### config.mk
export PLATFORM = sky130hd
export DESIGN_NAME = cu_setup
export DESIGN_NICKNAME = d
export VERILOG_FILES = /design/src/rtl/cu_setup_cfg_pkg.sv /design/src/rtl/cu_setup_mem_pkg.sv /design/src/rtl/cu_setup_request_fifo.sv /design/src/rtl/cu_setup_read_engine.sv /design/src/rtl/cu_setup_sequencer.sv /design/src/rtl/cu_setup.sv
export SDC_FILE = /design/constraint.sdc
export NUM_CORES = 1
export LEC_CHECK = 0
export ABC_AREA = 1
export BUFFER_PORTS_ARGS = -buffer_cell sky130_fd_sc_hd__buf_2
export CAP_MARGIN = 20
export CORE_ASPECT_RATIO = 1.5
export CORE_MARGIN = 5
export CORE_UTILIZATION = 45
export CTS_BUF_LIST = sky130_fd_sc_hd__clkbuf_8
export DETAILED_ROUTE_END_ITERATION = 6
export GPL_TIMING_DRIVEN = 0
export MAX_ROUTING_LAYER = met4
export PLACE_DENSITY_LB_ADDON = 0.05
export SYNTH_ARGS = -nofsm -noshare
export SYNTH_HDL_FRONTEND = slang
export SYNTH_SLANG_ARGS = --single-unit
### constraint.sdc
create_clock -name ap_clk -period 5.5 [get_ports ap_clk]
set_input_delay 1.1 -clock ap_clk [delete_from_list [all_inputs] [get_ports ap_clk]]
set_output_delay 1.1 -clock ap_clk [all_outputs]
set_load 0.02 [all_outputs]
### src/rtl/cu_setup_cfg_pkg.sv
package cu_setup_cfg_pkg;

    // ----------------------------------------
    // Widths
    // ----------------------------------------
    localparam int ADDR_W = 32;
    localparam int SIZE_W = 16;

    // Byte address into the descriptor's buffer
    typedef logic [ADDR_W-1:0] addr_t;

    // Number of words to read in one phase
    typedef logic [SIZE_W-1:0] count_t;

    // ----------------------------------------
    // Kernel descriptor
    // ----------------------------------------
    // Upper half sizes the flush phase, lower half the program phase
    typedef struct packed {
        count_t upper;
        count_t lower;
    } size_word_t;

    typedef struct packed {
        logic       valid;
        addr_t      base_ptr;
        size_word_t size_word;
    } kernel_descriptor_t;

    // ----------------------------------------
    // Read engine configuration
    // ----------------------------------------
    typedef enum logic {
        BUF_PROGRAM = 1'b0,
        BUF_FLUSH   = 1'b1
    } buffer_kind_t;

    typedef struct packed {
        addr_t        base_ptr;
        count_t       word_count;
        buffer_kind_t kind;
    } read_config_t;

    // Setup sequencer states
    typedef enum logic [3:0] {
        RESET,
        IDLE,
        REQ_START,
        REQ_BUSY,
        REQ_PAUSE,
        REQ_DONE,
        FLUSH_START,
        FLUSH_BUSY,
        FLUSH_PAUSE,
        FLUSH_DONE
    } setup_state_t;

endpackage : cu_setup_cfg_pkg

### src/rtl/cu_setup_mem_pkg.sv
package cu_setup_mem_pkg;

    // ----------------------------------------
    // Memory side widths
    // ----------------------------------------
    localparam int DATA_W        = 32;
    // One word is four bytes
    localparam int GRANULE_SHIFT = 2;

    typedef enum logic {
        CMD_MEM_READ = 1'b0
    } mem_cmd_t;

    // ----------------------------------------
    // Request and response packets
    // ----------------------------------------
    typedef struct packed {
        cu_setup_cfg_pkg::addr_t        address;
        mem_cmd_t                       cmd;
        cu_setup_cfg_pkg::buffer_kind_t kind;
    } mem_request_payload_t;

    typedef struct packed {
        logic                 valid;
        mem_request_payload_t payload;
    } mem_request_t;

    typedef struct packed {
        logic              valid;
        logic [DATA_W-1:0] data;
    } mem_response_t;

    // Request FIFO sizing
    localparam int REQ_FIFO_DEPTH       = 16;
    localparam int REQ_FIFO_PROG_THRESH = 12;

endpackage : cu_setup_mem_pkg

### src/rtl/cu_setup_request_fifo.sv
module cu_setup_request_fifo #(
    parameter int DEPTH       = cu_setup_mem_pkg::REQ_FIFO_DEPTH,
    parameter int PROG_THRESH = cu_setup_mem_pkg::REQ_FIFO_PROG_THRESH
) (
    input  logic                                   ap_clk,
    input  logic                                   areset_cu_setup,
    input  logic                                   push,
    input  cu_setup_mem_pkg::mem_request_payload_t din,
    input  logic                                   pop_ready,
    output cu_setup_mem_pkg::mem_request_t         dout,
    output logic                                   empty,
    output logic                                   prog_full
);
    import cu_setup_mem_pkg::*;

    localparam int PTR_W = $clog2(DEPTH);
    localparam int CNT_W = $clog2(DEPTH + 1);

    mem_request_payload_t mem [DEPTH];

    logic [PTR_W-1:0] wr_ptr;
    logic [PTR_W-1:0] rd_ptr;
    logic [CNT_W-1:0] occupancy;
    logic             wr_en;
    logic             pop;

    // Writes into a full buffer are dropped
    assign wr_en     = push & (occupancy != CNT_W'(DEPTH));
    assign pop       = ~empty & pop_ready;
    assign empty     = (occupancy == '0);
    assign prog_full = (occupancy >= CNT_W'(PROG_THRESH));

    always_ff @(posedge ap_clk) begin
        if (areset_cu_setup) begin
            wr_ptr    <= '0;
            rd_ptr    <= '0;
            occupancy <= '0;
        end else begin
            if (wr_en)
                wr_ptr <= wr_ptr + PTR_W'(1);
            if (pop)
                rd_ptr <= rd_ptr + PTR_W'(1);
            case ({wr_en, pop})
                2'b10:   occupancy <= occupancy + CNT_W'(1);
                2'b01:   occupancy <= occupancy - CNT_W'(1);
                default: occupancy <= occupancy;
            endcase
        end
    end

    always_ff @(posedge ap_clk) begin
        if (wr_en)
            mem[wr_ptr] <= din;
    end

    // Read data shows up the cycle after the pop
    always_ff @(posedge ap_clk) begin
        dout.valid <= pop;
        if (pop)
            dout.payload <= mem[rd_ptr];
        if (areset_cu_setup)
            dout.valid <= 1'b0;
    end

endmodule : cu_setup_request_fifo

### src/rtl/cu_setup_read_engine.sv
module cu_setup_read_engine (
    input  logic                           ap_clk,
    input  logic                           areset_cu_setup,
    input  logic                           start,
    input  cu_setup_cfg_pkg::read_config_t cfg,
    input  logic                           fifo_prog_full,
    output cu_setup_mem_pkg::mem_request_t req_out,
    output logic                           ready,
    output logic                           done
);
    import cu_setup_cfg_pkg::*;
    import cu_setup_mem_pkg::*;

    read_config_t cfg_q;
    logic         busy;
    count_t       word_idx;
    count_t       last_idx;
    logic         issue;
    logic         launch;

    assign ready    = ~busy;
    assign launch   = start & ready;
    assign issue    = busy & ~fifo_prog_full;
    assign last_idx = cfg_q.word_count - count_t'(1);

    // One word per request, stride fixed at one word
    always_comb begin
        req_out.valid           = issue;
        req_out.payload.address = cfg_q.base_ptr + (addr_t'(word_idx) << GRANULE_SHIFT);
        req_out.payload.cmd     = CMD_MEM_READ;
        req_out.payload.kind    = cfg_q.kind;
    end

    // ----------------------------------------
    // Word counter
    // ----------------------------------------
    always_ff @(posedge ap_clk) begin
        if (areset_cu_setup) begin
            busy     <= 1'b0;
            done     <= 1'b0;
            word_idx <= '0;
        end else begin
            done <= 1'b0;
            if (launch) begin
                word_idx <= '0;
                // Empty phase finishes without a request
                busy     <= (cfg.word_count != '0);
                done     <= (cfg.word_count == '0);
            end else if (issue) begin
                word_idx <= word_idx + count_t'(1);
                if (word_idx == last_idx) begin
                    busy <= 1'b0;
                    done <= 1'b1;
                end
            end
        end
    end

    always_ff @(posedge ap_clk) begin
        if (launch)
            cfg_q <= cfg;
    end

endmodule : cu_setup_read_engine

### src/rtl/cu_setup_sequencer.sv
module cu_setup_sequencer (
    input  logic                                 ap_clk,
    input  logic                                 areset_cu_setup,
    input  cu_setup_cfg_pkg::kernel_descriptor_t descriptor,
    input  logic                                 cu_flush,
    input  logic                                 response_valid,
    input  logic                                 engine_ready,
    input  logic                                 engine_done,
    input  logic                                 fifo_prog_full,
    input  logic                                 fifo_empty,
    output logic                                 start,
    output cu_setup_cfg_pkg::read_config_t       cfg,
    output logic                                 done
);
    import cu_setup_cfg_pkg::*;

    setup_state_t state;
    setup_state_t next_state;

    // Descriptor captured when accepted in IDLE
    addr_t      base_ptr_q;
    size_word_t size_q;

    count_t program_count;
    count_t flush_count;
    count_t resp_count;
    logic   resp_zero;
    logic   engine_done_seen;
    logic   phase_done;
    logic   accept;

    // Program phase reads half the lower size field
    assign program_count = size_q.lower >> 1;
    assign flush_count   = size_q.upper;

    assign resp_zero  = (resp_count == '0);
    assign phase_done = (engine_done_seen | engine_done) & resp_zero;
    assign accept     = (state == IDLE) & descriptor.valid & engine_ready;

    // ----------------------------------------
    // Next state
    // ----------------------------------------
    always_comb begin
        next_state = state;
        case (state)
            RESET:       next_state = IDLE;
            IDLE:        if (accept) next_state = REQ_START;
            REQ_START:   next_state = REQ_BUSY;
            REQ_BUSY: begin
                if (phase_done)
                    next_state = REQ_DONE;
                else if (fifo_prog_full)
                    next_state = REQ_PAUSE;
            end
            REQ_PAUSE:   if (!fifo_prog_full) next_state = REQ_BUSY;
            // Flush request only honoured once the program phase is over
            REQ_DONE:    if (cu_flush && engine_ready) next_state = FLUSH_START;
            FLUSH_START: next_state = FLUSH_BUSY;
            FLUSH_BUSY: begin
                if (phase_done)
                    next_state = FLUSH_DONE;
                else if (fifo_prog_full)
                    next_state = FLUSH_PAUSE;
            end
            FLUSH_PAUSE: if (!fifo_prog_full) next_state = FLUSH_BUSY;
            FLUSH_DONE:  next_state = FLUSH_DONE;
            default:     next_state = RESET;
        endcase
    end

    // ----------------------------------------
    // Control registers
    // ----------------------------------------
    always_ff @(posedge ap_clk) begin
        if (areset_cu_setup) begin
            state            <= RESET;
            start            <= 1'b0;
            engine_done_seen <= 1'b0;
            resp_count       <= '0;
            done             <= 1'b0;
        end else begin
            state <= next_state;
            start <= (state == REQ_START) | (state == FLUSH_START);

            // Engine done is a pulse, keep it until the phase closes
            if ((state == REQ_START) || (state == FLUSH_START))
                engine_done_seen <= 1'b0;
            else if (engine_done)
                engine_done_seen <= 1'b1;

            // Outstanding response count
            if (state == REQ_START)
                resp_count <= program_count;
            else if (state == FLUSH_START)
                resp_count <= flush_count;
            else if (response_valid && !resp_zero)
                resp_count <= resp_count - count_t'(1);

            done <= done | ((state == FLUSH_DONE) & fifo_empty & resp_zero);
        end
    end

    // ----------------------------------------
    // Descriptor capture and configuration
    // ----------------------------------------
    always_ff @(posedge ap_clk) begin
        if (accept) begin
            base_ptr_q <= descriptor.base_ptr;
            size_q     <= descriptor.size_word;
        end
    end

    always_ff @(posedge ap_clk) begin
        if (state == REQ_START) begin
            cfg.base_ptr   <= base_ptr_q;
            cfg.word_count <= program_count;
            cfg.kind       <= BUF_PROGRAM;
        end else if (state == FLUSH_START) begin
            cfg.base_ptr   <= base_ptr_q;
            cfg.word_count <= flush_count;
            cfg.kind       <= BUF_FLUSH;
        end
    end

endmodule : cu_setup_sequencer

### src/rtl/cu_setup.sv
module cu_setup (
    input  logic                                 ap_clk,
    input  logic                                 areset_cu_setup,
    input  cu_setup_cfg_pkg::kernel_descriptor_t descriptor,
    input  logic                                 cu_flush,
    input  cu_setup_mem_pkg::mem_response_t      response,
    input  logic                                 request_ready,
    output cu_setup_mem_pkg::mem_request_t       request,
    output logic                                 done_out
);
    import cu_setup_cfg_pkg::*;
    import cu_setup_mem_pkg::*;

    kernel_descriptor_t descriptor_reg;
    logic               cu_flush_reg;
    logic               response_valid_reg;
    logic               request_ready_reg;

    logic         engine_start;
    read_config_t engine_cfg;
    mem_request_t engine_req;
    logic         engine_ready;
    logic         engine_done;

    logic         fifo_empty;
    logic         fifo_prog_full;
    mem_request_t fifo_dout;
    logic         setup_done;

    // ----------------------------------------
    // Input and output registers
    // ----------------------------------------
    always_ff @(posedge ap_clk) begin
        descriptor_reg <= descriptor;
        request        <= fifo_dout;
        if (areset_cu_setup) begin
            descriptor_reg.valid <= 1'b0;
            request.valid        <= 1'b0;
        end
    end

    always_ff @(posedge ap_clk) begin
        if (areset_cu_setup) begin
            cu_flush_reg       <= 1'b0;
            response_valid_reg <= 1'b0;
            request_ready_reg  <= 1'b0;
            done_out           <= 1'b0;
        end else begin
            cu_flush_reg       <= cu_flush;
            response_valid_reg <= response.valid;
            request_ready_reg  <= request_ready;
            done_out           <= setup_done;
        end
    end

    cu_setup_sequencer u_sequencer (
        .ap_clk          (ap_clk),
        .areset_cu_setup (areset_cu_setup),
        .descriptor      (descriptor_reg),
        .cu_flush        (cu_flush_reg),
        .response_valid  (response_valid_reg),
        .engine_ready    (engine_ready),
        .engine_done     (engine_done),
        .fifo_prog_full  (fifo_prog_full),
        .fifo_empty      (fifo_empty),
        .start           (engine_start),
        .cfg             (engine_cfg),
        .done            (setup_done)
    );

    cu_setup_read_engine u_read_engine (
        .ap_clk          (ap_clk),
        .areset_cu_setup (areset_cu_setup),
        .start           (engine_start),
        .cfg             (engine_cfg),
        .fifo_prog_full  (fifo_prog_full),
        .req_out         (engine_req),
        .ready           (engine_ready),
        .done            (engine_done)
    );

    cu_setup_request_fifo #(
        .DEPTH       (REQ_FIFO_DEPTH),
        .PROG_THRESH (REQ_FIFO_PROG_THRESH)
    ) u_request_fifo (
        .ap_clk          (ap_clk),
        .areset_cu_setup (areset_cu_setup),
        .push            (engine_req.valid),
        .din             (engine_req.payload),
        .pop_ready       (request_ready_reg),
        .dout            (fifo_dout),
        .empty           (fifo_empty),
        .prog_full       (fifo_prog_full)
    );

endmodule : cu_setup

==> impl_metrics.ini <==
[synth]
syn_inst = 2576
synth_area_leaders = edfxtp_1, dfxtp_1, o21ai_0
synth_area_um2 = 33400
synth_common_cells = edfxtp_1, nor2_1, o21ai_0
yosysSeqAreaShare = 0.742
synth_top_cell_area_share = 0.647
synth_ff_type = edfxtp_1
syn_avg_cell_area_um2 = 13.0
yosys_warnings = 0
ys_types = 54
syn_nets = 2708
synth_top_area_cell = edfxtp_1
synth_most_common_cell = edfxtp_1
synthArstFlopShare = 0
synth_edf_count = 720
synth-seq-cells = 879

[setup_path]
rr_startpoint = u_read_engine.word_idx[0]$_SDFFE_PP0P_
cp.arrival_ns = 4.02
r2r_setup_slack_ns = 2.11
crit_path_end_kind = register
cp_max_fo = 9
worst-setup-path-type = reg2reg
crit_chain = ha_1, inv_1, fa_1, o21ai_1, a21oi_2, inv_1, a21oi_1, o21ai_2, nand2_1, xnor2_1, buf_4
required_ns = 6.13
worstRegToRegCells = 11
critPathMaxStageDelay_ns = 0.78
worstReg2RegEnd = u_request_fifo.mem[6][21]$_DFFE_PP_
worst-path-buf-inv = 3
worstSetupStartpointType = register
cpMostUsedCell = inv_1
cpLargestDelayFamily = compound AO/OA/AOI/OAI gates
cp_slowest_cell = xnor2_1

[routing]
routedLengthMet1_mm = 34.8
ant_nets = 0
routed_wirelength_mm = 95.9
first_pass_iters = 5
vias = 21800
top_layer = met4
avgViaCountPerCell = 5.51
drtIter0Drc = 1742
wl_met3_mm = 5.05
wl_per_cell_um = 24.2
met2_length_mm = 51.9
drc = 0

[cts]
htreeDepth = 4
cts_resized = 0
post_cts_buffers = 0
cts_sinks = 879
cts.path.max_buffers = 3
clk_latency_ns = 0.80
numCtsBuffers = 135
root_buffer = clkbuf_8
clk_pin_slew_ns = 0.06
postCtsHoldBufs = 0
cts_tree = yes

[hold_path]
min_from = u_request_fifo.dout[29]$_DFFE_PP_
hold_class = reg2reg
hold-path-cell-count = 0
min_to = request[29]$_DFF_P_

[sta]
timing.fmax_mhz = 295
setup_violations = 0
fin_crit_sh = 0.617
tightest_slew_ns = 1.27
rsz0062_at_grt = false
finalCriticalPeriod_ns = 3.39
setup_tns_ns = 0
finalHoldViolCount = 0
final_max_slew_viol_count = 0
relSlewSlack = 0.150
skew_ns = 0.0375

[layout]
instances_no_fill = 3957
drive_gt1_frac = 0.139
nFillCells = 6482
largest_register_ffs = 528
fin_nets = 2995
syn_to_final_growth_pct = 15.7

[grt]
grt.overflow.total = 0
grt_first_pass_wirelength_mm = 141
grtUsageTotal = 0.247
antenna_found_initial = 1
grt_max_degree = 46
first_global_vias = 22400

[job]
cap_violations = 0

[floorplanning]
rows = 122
core_um2 = 73700
dieArea_um2 = 80000
die_w_um = 233
die_h_um = 344
ios = 138
initial_core_util = 0.454

[placement]
dp.cells = 3711
gp_congestion = 0.853
dp_hpwl_mm = 64.8
portBuffers = 103

[power_and_ir_drop]
p_per_area_nw_per_um2 = 445
p_leak_nw = 13.6
vdd_drop_max_uv = 248

[run_status]
status = completed
-- kinds of logic (layout without fill, tap and decap cells) --
logic type / count (synthesis) / count (layout) / synth area share
flip-flops: 879 / 879 / 0.742
AND/OR/NAND/NOR: 742 / 742 / 0.0919
AO/OA/AOI/OAI: 604 / 604 / 0.110
buffers and inverters: 274 / 661 / 0.0324
XOR/XNOR: 46 / 46 / 0.0120
adder cells (fa/ha/maj): 30 / 30 / 0.0117
other: 1 / 3 / 0.000112
-- per-layer routing --
| metal | GRT usage | vias up |
|---|---|---|
| met4 | 0.116 | 0 |
| met5 | - | - |
| li1 | - | 9969 |
| met1 | 0.269 | 10800 |
| met2 | 0.447 | 785 |
| met3 | 0.0338 | 266 |
-- how the worst max path moves through the flow --
stage / startpoint / endpoint / slack, ns / depth (start not counted)
after floorplan: u_sequencer.state[3]$_SDFFE_PP0P_ / u_sequencer.state[1]$_SDFFE_PP0P_ / 1.34 / 10
after global placement: u_sequencer.state[3]$_SDFFE_PP0P_ / u_sequencer.state[1]$_SDFFE_PP0P_ / 0.17 / 10
after detailed placement: u_read_engine.word_idx[0]$_SDFFE_PP0P_ / u_request_fifo.mem[2][31]$_DFFE_PP_ / 1.78 / 10
after CTS: u_read_engine.word_idx[0]$_SDFFE_PP0P_ / u_request_fifo.mem[14][31]$_DFFE_PP_ / 1.75 / 10
after global routing: u_read_engine.word_idx[0]$_SDFFE_PP0P_ / u_request_fifo.mem[6][21]$_DFFE_PP_ / 1.82 / 11
final: u_read_engine.word_idx[0]$_SDFFE_PP0P_ / u_request_fifo.mem[6][21]$_DFFE_PP_ / 2.11 / 11
-- through the flow --
stage	hold slack, ns	cell area, µm²	total power, W	worst slack [ns]	util
after floorplan	0.323	33400	0.0104	1.34	-
after CTS	0.329	38600	0.0173	1.75	0.524
after detailed placement	0.327	36000	0.0120	1.78	0.489
final	0.329	38700	0.0172	2.11	0.525
after global placement	0.323	35200	0.0119	0.167	0.477
after global routing	0.334	38700	0.0180	1.82	0.525
-- where the power goes --
group / internal (W) / switching (W)
sequential: 0.00787 / 0.000200
clock: 0.00279 / 0.00248
combinational: 0.00103 / 0.00284
-- layout by cell type (no fill, tap or decap), types with 9 or more instances in the layout --
master | netlist | final
a21oi_1 | 59 | 59
a22o_1 | 11 | 11
a31oi_1 | 10 | 10
buf_12 | 0 | 19
buf_2 | 16 | 119
buf_4 | 5 | 20
clkbuf_1 | 95 | 95
clkbuf_8 | 0 | 155
clkinv_1 | 2 | 17
clkinv_2 | 0 | 10
dfxtp_1 | 159 | 159
edfxtp_1 | 720 | 720
ha_1 | 28 | 28
inv_1 | 143 | 188
nand2_1 | 208 | 208
nand3_1 | 70 | 70
nand4_1 | 9 | 9
nor2_1 | 402 | 385
nor2_2 | 10 | 10
nor2_4 | 3 | 20
nor3_1 | 14 | 14
nor4_1 | 10 | 10
o211ai_1 | 40 | 40
o21ai_0 | 320 | 320
o221ai_1 | 95 | 95
o22ai_1 | 41 | 41
xnor2_1 | 17 | 10
xor2_1 | 29 | 28
-- layout make-up --
cell class	count	area [µm²]	area share
Sequential cell	879	24800	0.641
Multi-Input combinational cell	1423	7740	0.200
Clock buffer	155	2130	0.0551
Tap cell	992	1240	0.0321
Timing Repair Buffer	150	1220	0.0315
Inverter	149	559	0.0145
Buffer	125	523	0.0135
Clock inverter	82	472	0.0122
Antenna cell	2	5.00	0.000129
No activity file was read; power rests on OpenSTA's default activity.
